### src/hdl/fpga_subsystem_pkg.sv
// Register map, field widths and servo timing constants
// shared by the arm-servo subsystem
package fpga_subsystem_pkg;

    //////////////////////////////
    // Widths
    //////////////////////////////
    localparam int ADDR_WIDTH = 6;                  // Register address bits
    localparam int DATA_WIDTH = 8;                  // Register data bits
    localparam int NUM_SERVOS = 4;                  // Arm servo channels

    //////////////////////////////
    // Register map
    //////////////////////////////
    localparam logic [ADDR_WIDTH-1:0] ADDR_SERVO_CONTROL   = 6'h00;  // Enables in 3:0
    localparam logic [ADDR_WIDTH-1:0] ADDR_SERVO_POSITION0 = 6'h01;  // Positions 1-3 follow
    localparam logic [ADDR_WIDTH-1:0] ADDR_STATUS_CONTROL  = 6'h05;  // LED control bits
    localparam logic [ADDR_WIDTH-1:0] ADDR_FAULT_STATUS    = 6'h06;  // Read only
    localparam logic [ADDR_WIDTH-1:0] ADDR_ID              = 6'h07;  // Read only

    localparam logic [DATA_WIDTH-1:0] SUBSYSTEM_ID = 8'hA5;  // Identity byte

    // Bit positions in the status-control register
    localparam int STATUS_LED_TEST  = 0;            // LED test mode
    localparam int STATUS_PI        = 1;            // Orange Pi connected
    localparam int STATUS_PS4       = 2;            // PS4 pad connected
    localparam int STATUS_FAULT_LED = 3;            // Fault LED in test mode
    localparam int STATUS_MOTOR_HOT = 4;            // Debug LED in test mode

    //////////////////////////////
    // Servo and SPI timing
    //////////////////////////////
    localparam int unsigned SERVO_PRESCALE_DEFAULT = 32'd4;  // Clocks per PWM tick
    localparam logic [DATA_WIDTH-1:0] SERVO_START_RATIO = 8'd5;  // Ramp start point
    localparam logic [NUM_SERVOS-1:0] RAMPED_SERVOS = 4'b0101;   // Base and centre
    localparam logic [4:0] SPI_FRAME_BITS = 5'd16;  // Command byte plus data byte

endpackage

### src/hdl/fpga_subsystem.sv
`timescale 1ns/1ns
// Arm-servo subsystem top with the SPI target, register file and servo bank
module fpga_subsystem
    import fpga_subsystem_pkg::*;
(
    input  logic                  clock,        // System clock
    input  logic                  reset_n,      // Async reset, active low
    input  logic                  spi_clock,    // SPI clock from host
    input  logic                  cs_n,         // SPI chip select
    input  logic                  mosi,         // SPI data in
    output logic                  miso,         // SPI data out
    input  logic [NUM_SERVOS-1:0] sr_fault,     // Rotation motor faults
    output logic [NUM_SERVOS-1:0] servo_pwm,    // Arm servo PWM
    output logic                  status_fault, // Fault LED
    output logic                  status_pi,    // Orange Pi LED
    output logic                  status_ps4,   // PS4 LED
    output logic                  status_debug  // Debug LED
);

    logic [ADDR_WIDTH-1:0] address;             // Register bus
    logic                  write_en;
    logic [DATA_WIDTH-1:0] wr_data;
    logic                  read_en;
    logic [DATA_WIDTH-1:0] rd_data;
    logic [NUM_SERVOS-1:0] servo_enable;        // Servo levels
    logic [DATA_WIDTH-1:0] servo_position0;
    logic [DATA_WIDTH-1:0] servo_position1;
    logic [DATA_WIDTH-1:0] servo_position2;
    logic [DATA_WIDTH-1:0] servo_position3;

    //////////////////////////////
    // Host access
    //////////////////////////////
    spi_target u_spi_target (
        .clock     (clock),
        .reset_n   (reset_n),
        .spi_clock (spi_clock),
        .cs_n      (cs_n),
        .mosi      (mosi),
        .miso      (miso),
        .address   (address),
        .write_en  (write_en),
        .wr_data   (wr_data),
        .read_en   (read_en),
        .rd_data   (rd_data)
    );

    reg_file u_reg_file (
        .clock           (clock),
        .reset_n         (reset_n),
        .address         (address),
        .write_en        (write_en),
        .wr_data         (wr_data),
        .read_en         (read_en),
        .sr_fault        (sr_fault),
        .rd_data         (rd_data),
        .servo_enable    (servo_enable),
        .servo_position0 (servo_position0),
        .servo_position1 (servo_position1),
        .servo_position2 (servo_position2),
        .servo_position3 (servo_position3),
        .status_fault    (status_fault),
        .status_pi       (status_pi),
        .status_ps4      (status_ps4),
        .status_debug    (status_debug)
    );

    //////////////////////////////
    // Servos
    //////////////////////////////
    servo_bank u_servo_bank (
        .clock           (clock),
        .reset_n         (reset_n),
        .servo_enable    (servo_enable),
        .servo_position0 (servo_position0),
        .servo_position1 (servo_position1),
        .servo_position2 (servo_position2),
        .servo_position3 (servo_position3),
        .servo_pwm       (servo_pwm)
    );

endmodule

### src/hdl/reg_file.sv
`timescale 1ns/1ns
// Register file with address decode, servo and LED registers,
// fault-input synchroniser and status-LED selection
module reg_file
    import fpga_subsystem_pkg::*;
(
    input  logic                  clock,            // System clock
    input  logic                  reset_n,          // Async reset, active low
    input  logic [ADDR_WIDTH-1:0] address,          // Register address
    input  logic                  write_en,         // Write strobe
    input  logic [DATA_WIDTH-1:0] wr_data,          // Write data
    input  logic                  read_en,          // Read strobe
    input  logic [NUM_SERVOS-1:0] sr_fault,         // Rotation motor faults
    output logic [DATA_WIDTH-1:0] rd_data,          // Read data, one clock later
    output logic [NUM_SERVOS-1:0] servo_enable,     // Per-channel enables
    output logic [DATA_WIDTH-1:0] servo_position0,  // Base target
    output logic [DATA_WIDTH-1:0] servo_position1,  // Wrist target
    output logic [DATA_WIDTH-1:0] servo_position2,  // Centre target
    output logic [DATA_WIDTH-1:0] servo_position3,  // Grabber target
    output logic                  status_fault,     // Fault LED
    output logic                  status_pi,        // Orange Pi LED
    output logic                  status_ps4,       // PS4 LED
    output logic                  status_debug      // Debug LED
);

    logic [DATA_WIDTH-1:0] servo_control;
    logic [DATA_WIDTH-1:0] position [NUM_SERVOS];
    logic [DATA_WIDTH-1:0] status_control;
    logic [NUM_SERVOS-1:0] fault_meta;              // First sync stage
    logic [NUM_SERVOS-1:0] fault_sync;              // Second sync stage
    logic [DATA_WIDTH-1:0] read_mux;
    logic                  led_test;

    //////////////////////////////
    // Writes
    //////////////////////////////
    always_ff @(posedge clock or negedge reset_n) begin
        if (!reset_n) begin
            servo_control  <= '0;
            status_control <= '0;
            for (int i = 0; i < NUM_SERVOS; i++)
                position[i] <= '0;
        end else if (write_en) begin
            if (address == ADDR_SERVO_CONTROL)
                servo_control <= wr_data;
            if (address == ADDR_STATUS_CONTROL)
                status_control <= wr_data;
            for (int i = 0; i < NUM_SERVOS; i++)
                if (address == ADDR_SERVO_POSITION0 + ADDR_WIDTH'(i))
                    position[i] <= wr_data;
        end                                     // Read-only and unmapped ignored
    end

    //////////////////////////////
    // Reads
    //////////////////////////////
    always_comb begin
        read_mux = '0;                          // Unmapped reads as zero
        case (address)
            ADDR_SERVO_CONTROL:  read_mux = servo_control;
            ADDR_STATUS_CONTROL: read_mux = status_control;
            ADDR_FAULT_STATUS:   read_mux = {{(DATA_WIDTH-NUM_SERVOS){1'b0}}, fault_sync};
            ADDR_ID:             read_mux = SUBSYSTEM_ID;
            default:             read_mux = '0;
        endcase
        for (int i = 0; i < NUM_SERVOS; i++)
            if (address == ADDR_SERVO_POSITION0 + ADDR_WIDTH'(i))
                read_mux = position[i];
    end

    always_ff @(posedge clock or negedge reset_n) begin
        if (!reset_n) begin
            rd_data    <= '0;
            fault_meta <= '0;
            fault_sync <= '0;
        end else begin
            if (read_en)
                rd_data <= read_mux;            // Held until next read
            fault_meta <= sr_fault;             // Two-clock lag
            fault_sync <= fault_meta;
        end
    end

    assign servo_enable    = servo_control[NUM_SERVOS-1:0];
    assign servo_position0 = position[0];
    assign servo_position1 = position[1];
    assign servo_position2 = position[2];
    assign servo_position3 = position[3];

    // Test mode forces the whole LED panel
    assign led_test     = status_control[STATUS_LED_TEST];
    assign status_fault = led_test ? status_control[STATUS_FAULT_LED] : |fault_sync;
    assign status_pi    = led_test | status_control[STATUS_PI];
    assign status_ps4   = led_test | status_control[STATUS_PS4];
    assign status_debug = led_test ? status_control[STATUS_MOTOR_HOT] : 1'b1;

endmodule

### src/hdl/servo_bank.sv
`timescale 1ns/1ns
// Servo bank with a shared prescaler and period counter, per-channel
// ratio latch with optional ramp, and the PWM comparators
module servo_bank
    import fpga_subsystem_pkg::*;
#(
    parameter int unsigned SERVO_PRESCALE = SERVO_PRESCALE_DEFAULT  // Clocks per tick
) (
    input  logic                  clock,            // System clock
    input  logic                  reset_n,          // Async reset, active low
    input  logic [NUM_SERVOS-1:0] servo_enable,     // Channel enables
    input  logic [DATA_WIDTH-1:0] servo_position0,  // Base target
    input  logic [DATA_WIDTH-1:0] servo_position1,  // Wrist target
    input  logic [DATA_WIDTH-1:0] servo_position2,  // Centre target
    input  logic [DATA_WIDTH-1:0] servo_position3,  // Grabber target
    output logic [NUM_SERVOS-1:0] servo_pwm         // PWM outputs
);

    localparam int PRE_WIDTH = (SERVO_PRESCALE > 1) ? $clog2(SERVO_PRESCALE) : 1;
    localparam logic [PRE_WIDTH-1:0] PRE_LAST = PRE_WIDTH'(SERVO_PRESCALE - 1);

    logic [PRE_WIDTH-1:0]  pre_cnt;                 // Clocks within a tick
    logic                  tick;
    logic [DATA_WIDTH-1:0] period_cnt;              // Ticks 0 to 255
    logic                  period_start;            // Next clock is count 0
    logic [DATA_WIDTH-1:0] position [NUM_SERVOS];

    assign position[0] = servo_position0;
    assign position[1] = servo_position1;
    assign position[2] = servo_position2;
    assign position[3] = servo_position3;

    //////////////////////////////
    // Shared time base
    //////////////////////////////
    assign tick         = (pre_cnt == PRE_LAST);
    assign period_start = tick & (&period_cnt);

    always_ff @(posedge clock or negedge reset_n) begin
        if (!reset_n) begin
            pre_cnt    <= '0;
            period_cnt <= '0;
        end else begin
            pre_cnt <= tick ? '0 : pre_cnt + 1'b1;
            if (tick)
                period_cnt <= period_cnt + 1'b1;   // Wraps at 256
        end
    end

    //////////////////////////////
    // Channels
    //////////////////////////////
    for (genvar ch = 0; ch < NUM_SERVOS; ch++) begin : g_channel
        logic [DATA_WIDTH-1:0] ratio;               // Active high time in ticks

        if (RAMPED_SERVOS[ch]) begin : g_ramp
            // Base and centre creep one step per period
            always_ff @(posedge clock or negedge reset_n) begin
                if (!reset_n) begin
                    ratio <= SERVO_START_RATIO;
                end else if (!servo_enable[ch]) begin
                    ratio <= SERVO_START_RATIO;     // Restart ramp on re-enable
                end else if (period_start) begin
                    if (ratio < position[ch])
                        ratio <= ratio + 1'b1;
                    else if (ratio > position[ch])
                        ratio <= ratio - 1'b1;
                end
            end
        end else begin : g_direct
            always_ff @(posedge clock or negedge reset_n) begin
                if (!reset_n)
                    ratio <= '0;
                else if (!servo_enable[ch])
                    ratio <= '0;                    // No stale pulse on re-enable
                else if (period_start)
                    ratio <= position[ch];          // New target each period
            end
        end

        // High for ratio ticks from count 0
        assign servo_pwm[ch] = servo_enable[ch] & (period_cnt < ratio);
    end

endmodule

### src/hdl/spi_target.sv
`timescale 1ns/1ns
// SPI mode-0 target with pin synchronisers, 16-bit frame decode,
// register read/write strobes and the read-data shifter
module spi_target
    import fpga_subsystem_pkg::*;
(
    input  logic                  clock,        // System clock
    input  logic                  reset_n,      // Async reset, active low
    input  logic                  spi_clock,    // SPI clock pin
    input  logic                  cs_n,         // Chip select pin, active low
    input  logic                  mosi,         // Data from host
    output logic                  miso,         // Data to host
    output logic [ADDR_WIDTH-1:0] address,      // Register address
    output logic                  write_en,     // One-cycle write strobe
    output logic [DATA_WIDTH-1:0] wr_data,      // Write data
    output logic                  read_en,      // One-cycle read strobe
    input  logic [DATA_WIDTH-1:0] rd_data       // Registered read data
);

    localparam logic [4:0] HALF_FRAME = SPI_FRAME_BITS >> 1;   // Bits per byte
    localparam logic [4:0] CMD_LAST   = HALF_FRAME - 5'd1;     // Edge closing command
    localparam logic [4:0] DATA_LAST  = SPI_FRAME_BITS - 5'd1; // Edge closing data

    logic [2:0]            sclk_q;          // Two sync stages plus history
    logic [1:0]            cs_q;            // Chip select sync
    logic [1:0]            mosi_q;          // Data sync
    logic                  sclk_rise;
    logic                  sclk_fall;
    logic                  frame_active;    // Synchronised cs_n low
    logic [4:0]            bit_cnt;         // Rising edges in this frame
    logic [DATA_WIDTH-2:0] shift_in;        // Earlier bits of current byte
    logic [DATA_WIDTH-1:0] rx_byte;         // Byte as of this edge
    logic                  write_flag;      // Command flag of the frame
    logic                  load_pending;    // rd_data valid this cycle
    logic [DATA_WIDTH-1:0] tx_shift;        // Read data, MSB on miso

    //////////////////////////////
    // Pin synchronisers
    //////////////////////////////
    always_ff @(posedge clock or negedge reset_n) begin
        if (!reset_n) begin
            sclk_q <= '0;
            cs_q   <= '1;                   // Idle deselected
            mosi_q <= '0;
        end else begin
            sclk_q <= {sclk_q[1:0], spi_clock};
            cs_q   <= {cs_q[0], cs_n};
            mosi_q <= {mosi_q[0], mosi};
        end
    end

    assign sclk_rise    = sclk_q[1] & ~sclk_q[2];
    assign sclk_fall    = ~sclk_q[1] & sclk_q[2];
    assign frame_active = ~cs_q[1];
    assign rx_byte      = {shift_in, mosi_q[1]};   // MSB first

    //////////////////////////////
    // Frame count and strobes
    //////////////////////////////
    always_ff @(posedge clock or negedge reset_n) begin
        if (!reset_n) begin
            bit_cnt    <= '0;
            write_flag <= 1'b0;
            write_en   <= 1'b0;
            read_en    <= 1'b0;
        end else begin
            write_en <= 1'b0;               // Strobes last one cycle
            read_en  <= 1'b0;
            if (!frame_active) begin
                bit_cnt <= '0;              // Short frame gives no strobe
            end else if (sclk_rise) begin
                if (bit_cnt != SPI_FRAME_BITS)
                    bit_cnt <= bit_cnt + 5'd1;   // Hold after a full frame
                if (bit_cnt == CMD_LAST) begin
                    write_flag <= rx_byte[DATA_WIDTH-1];
                    read_en    <= ~rx_byte[DATA_WIDTH-1];
                end
                if (bit_cnt == DATA_LAST)
                    write_en <= write_flag;
            end
        end
    end

    // Received bytes
    always_ff @(posedge clock) begin
        if (frame_active && sclk_rise) begin
            shift_in <= rx_byte[DATA_WIDTH-2:0];
            if (bit_cnt == CMD_LAST)
                address <= rx_byte[ADDR_WIDTH-1:0];   // Bit 6 is reserved
            if (bit_cnt == DATA_LAST)
                wr_data <= rx_byte;
        end
    end

    //////////////////////////////
    // Read data out
    //////////////////////////////
    always_ff @(posedge clock or negedge reset_n) begin
        if (!reset_n) begin
            load_pending <= 1'b0;
            tx_shift     <= '0;
        end else begin
            load_pending <= read_en;
            if (load_pending)
                tx_shift <= rd_data;        // Ready before the 9th rise
            else if (frame_active && sclk_fall && bit_cnt > HALF_FRAME)
                tx_shift <= {tx_shift[DATA_WIDTH-2:0], 1'b0};
        end
    end

    assign miso = ~cs_n & tx_shift[DATA_WIDTH-1];   // Quiet when deselected

endmodule

### config.mk
export PLATFORM = sky130hd
export DESIGN_NAME = fpga_subsystem
export DESIGN_NICKNAME = d
export VERILOG_FILES = /design/src/hdl/fpga_subsystem_pkg.sv /design/src/hdl/fpga_subsystem.sv /design/src/hdl/reg_file.sv /design/src/hdl/servo_bank.sv /design/src/hdl/spi_target.sv
export SDC_FILE = /design/constraint.sdc
export NUM_CORES = 1
export LEC_CHECK = 0
export BUFFER_PORTS_ARGS = -buffer_cell sky130_fd_sc_hd__buf_2
export CORE_AREA = 8 8 152 154
export CTS_CLUSTER_DIAMETER = 100
export DETAILED_ROUTE_END_ITERATION = 10
export DIE_AREA = 0 0 160 162
export GPL_TIMING_DRIVEN = 0
export PLACE_DENSITY = 0.65
export SETUP_SLACK_MARGIN = 0.3
export SLEW_MARGIN = 20
export SYNTH_ARGS = -nofsm -noshare
export SYNTH_HDL_FRONTEND = slang
export SYNTH_SLANG_ARGS = --single-unit
export TNS_END_PERCENT = 10
### constraint.sdc
create_clock -name clock -period 3.1 [get_ports clock]
set_input_delay 0.31 -clock clock [delete_from_list [all_inputs] [get_ports clock]]
set_output_delay 0.31 -clock clock [all_outputs]
set_load 0.02 [all_outputs]
==> metrics.md <==
| Metric | Value |
|---|---|
| Synth area leader | dfrtp_1 |
| Final setup violation count | 0 |
| Placement-stage cell area | approximately 8300 µm² |
| Vias per cell | roughly 5 |
| Filler Cell Count | around 1,900 |
| TritonCTS clock tree | yes |
| Mapped Area | 7760 µm² |
| XOR/XNOR share of the synthesized area | 0.0203 |
| CTS H-tree lvls | 4 |
| Iteration-0 DRC Markers | 428 |
| Clk_lat worst skew | 0.42 ns |
| Final WL | roughly 18,000 µm |
| Worst R2R Start | u_servo_bank.g_channel[0].ratio[0] |
| Syn. warnings | 0 |
| Reg clk slew, reported paths | ~0.060 ns |
| Detailed placer's ending HPWL | approximately 12,000 µm |
| Arr. time, crit path | 3.24 ns |
| Seq/Total Area, Yosys | 0.502 |
| CTS max path bufs | 2 |
| Placed cell count | 997 |
| Peak supply drop | between 0.3 and 0.4 mV |
| Total GRT Usage | 0.137 |
| Most flop-heavy register | u_servo_bank.g_channel.ratio |
| Final Cycle Share | 0.931 |
| Clock skew | between 0.008 and 0.009 ns |
| Setup TNS | 0 ns |
| # DRC | 0 |
| Via count | between 5,000 and 6,000 |
| Slew @ Worst Pin | about 0.72 ns |
| Max Fanout on Critical Path | 5 |
| FMAX | around 0.35 GHz |
| Min-delay worst type | reg2reg |
| Fin area | around 9600 µm² |
| Area Growth Syn to Fin | 23.9% |
| Synth cell types | 56 |
| Most common flop cell mapped by yosys | dfrtp_1 |
| Reg-to-Reg End | u_servo_bank.g_channel[0].ratio[6] |
| Reg2Reg Setup Slack | 0.22 ns |
| Fraction of final layout cells sized beyond drive strength 1 | 0.274 |
| Num ports | 18 |
| CP Launch Point | u_servo_bank.g_channel[0].ratio[0] |
| Share of flip-flops with an asynchronous set or reset | 0.861 |
| Max reg flops | 32 |
| Portion of netlist area occupied by mux cells | 0.0985 |
| LEAKAGE | a little over 4 nW |
| Die Wd | 160 µm |
| Clk root buf | clkbuf_16 |
| Standard-cell rows | 53 |
| Maxcap violations | 0 |
| Crit path kind | reg2reg |
| Die Y | 162 µm |
| Ant diodes | 0 |
| Reg2Reg Depth | 15 |
| Yosys top cell area share | 0.400 |
| Die area | 25,900 µm² |
| CP endpoint | u_servo_bank.g_channel[0].ratio[6] |
| Antenna Nets Post-Route | 0 |
| Max-slew violation count | 0 |
| Initial Util | 0.375 |
| Gr ovfl total | 0 |
| Cells after synthesis | a little over 700 |
| Crit end category | flop |
| Post-synthesis sequential element count | roughly 150 |
| CTS Buf Count | 17 |
| Final hold vios | 0 |
| Synth top cells by count | 124 x dfrtp_1, 73 x nand2_1, 61 x ha_1 |
| Register area | approximately 3900 µm² |
| Final non-filler cell total | roughly 1,100 |
| Complex-gate fraction of the synthesized area | 0.112 |
| Post-Synth Adder-Cell Area | 0.104 |
| Largest net degree at the start of global routing | 70 |
| Core area | about 21,000 µm² |
| CP required | around 3.5 ns |
| Most common cell in the netlist | dfrtp_1 |
| DRT Pass-1 Iters | 7 |
| Simple-gate portion of the synthesized area | 0.121 |
| Power Dens Cells | around 460 nW/µm² |
| Synth top area cells | dfrtp_1 40%, ha_1 9.8%, edfxtp_1 8.1% |
| Outcome | finished clean |
| Largest family of logic cells by synthesized area | simple AND/OR/NAND/NOR gates |
| Initial antenna violation count | 0 |
| # port buffers | 17 |
| Avg Synthesized Cell Area | 11.0 µm² |
| Final #Nets | ~860 |
| First-pass GRT wire length | between 20,000 and 30,000 µm |
| Multi-input gate area | between 3000 and 4000 µm² |
| Sink Count | between 150 and 200 |
| Number of global-route vias before repair | between 5,000 and 6,000 |
| Routability cong. | 0.815 |
| CP startpoint kind | flop |
| Final min period | 2.88 ns |
| RSZ-0062 raised after global routing | true |
| Max-slew headroom | 0.518 |
| Synthesized Nets | 776 |
| Avg WL per Cell | ~16 µm |
| Post-synth EDFFs | 21 |
| Launch point of the worst hold path | u_reg_file.fault_meta[1] |
-- cells in the final DEF, fill, tap and decap left out, drive strengths merged, types with 4 or more instances in the layout --
cell | netlist | routed
dfrtp | 124 | 124
nand2 | 74 | 74
buf | 8 | 67
inv | 60 | 63
ha | 61 | 61
mux2 | 51 | 51
nor2 | 45 | 45
a21oi | 38 | 38
o21ai | 35 | 35
clkbuf | 13 | 31
a21boi | 22 | 22
edfxtp | 21 | 21
mux2i | 16 | 16
nor2b | 15 | 15
nand2b | 11 | 11
xnor2 | 10 | 10
xor2 | 8 | 8
nand4 | 8 | 8
dlygate4sd3 | 0 | 8
a221oi | 6 | 6
dfstp | 6 | 6
and3 | 5 | 5
o211ai | 5 | 5
nand3 | 5 | 5
bufinv | 0 | 5
nand3b | 5 | 5
o21a | 4 | 4
a222oi | 4 | 4
clkinvlp | 0 | 4
nor3 | 4 | 4
a211oi | 4 | 4
-- per-layer routing --
metal  vias to the layer above  global-route usage  wire length (µm)
met2                        74               0.222              8330
met1                      2670               0.181              8450
met4                         0              0.0450               235
met3                        19              0.0263               536
met5                         -                   0                 0
li1                       2648                   -                 -
-- where the power goes --
| group | total (mW) | switching, mW | internal, mW |
|---|---|---|---|
| sequential | 2.03 | 0.0103 | 2.02 |
| combinational | 0.0685 | 0.0457 | 0.0228 |
| clock | 2.28 | 0.844 | 1.44 |
| total | 4.38 | 0.899 | 3.48 |
-- critical path, stage by stage (launching register included) --
cell,delay [ns]
dfstp_2,0.56
inv_4,0.04
ha_1,0.16
inv_1,0.07
a21oi_2,0.06
o21ai_2,0.18
a21oi_2,0.10
inv_2,0.15
ha_4,0.22
nor2b_2,0.15
o21ai_2,0.20
a21boi_2,0.09
o21a_1,0.19
o21ai_1,0.11
or3b_4,0.39
a21boi_2,0.13
-- what timing repair did --
| action | in CTS | in global routing |
|---|---|---|
| hold buffers | 8 | 0 |
| endpoints found under the hold margin | 71 | 0 |
| pin swaps | 19 | 16 |
| gates resized for setup | 39 | 25 |
| buffers inserted | 30 | 11 |
| endpoints found under the setup margin | 5 | 8 |
-- area by class of cell --
class	instances	share of cell area
Sequential cell	151	0.406
Multi-Input combinational cell	472	0.403
Timing Repair Buffer	67	0.0534
Clock buffer	18	0.0446
Tap cell	275	0.0358
Inverter	60	0.0237
Clock inverter	14	0.0230
Buffer	21	0.0113
-- cells by family after synthesis --
kind of cell / Yosys count
adder cells (fa/ha/maj): 63
multiplexers: 67
XOR/XNOR: 18
AO/OA/AOI/OAI: 136
buffers and inverters: 81
AND/OR/NAND/NOR: 188
flip-flops: 151
-- per-stage QoR --
step	hold slack, ns	utilization	total power, mW	setup slack (ns)
2_1_floorplan	0.0144	-	2.08	0.295
3_3_place_gp	0.331	0.397	2.13	-0.128
3_5_place_dp	0.315	0.399	2.14	-0.0650
4_1_cts	0.350	0.455	4.42	0.273
5_1_grt	0.354	0.465	4.51	0.107
6_report	0.347	0.465	4.38	0.215
-- how the worst min path moves through the flow --
stage | endpoint | slack, ns | cells after the start
floorplan | u_reg_file.fault_meta[0] | 0.01 | 0
global placement | u_reg_file.fault_sync[1] | 0.33 | 0
detailed placement | u_servo_bank.g_channel[2].ratio[4] | 0.31 | 1
CTS | u_reg_file.fault_sync[1] | 0.35 | 0
global route | u_reg_file.fault_sync[3] | 0.35 | 0
finish | u_reg_file.fault_sync[1] | 0.35 | 0
Note: power is estimated with default switching activity, not from simulation.
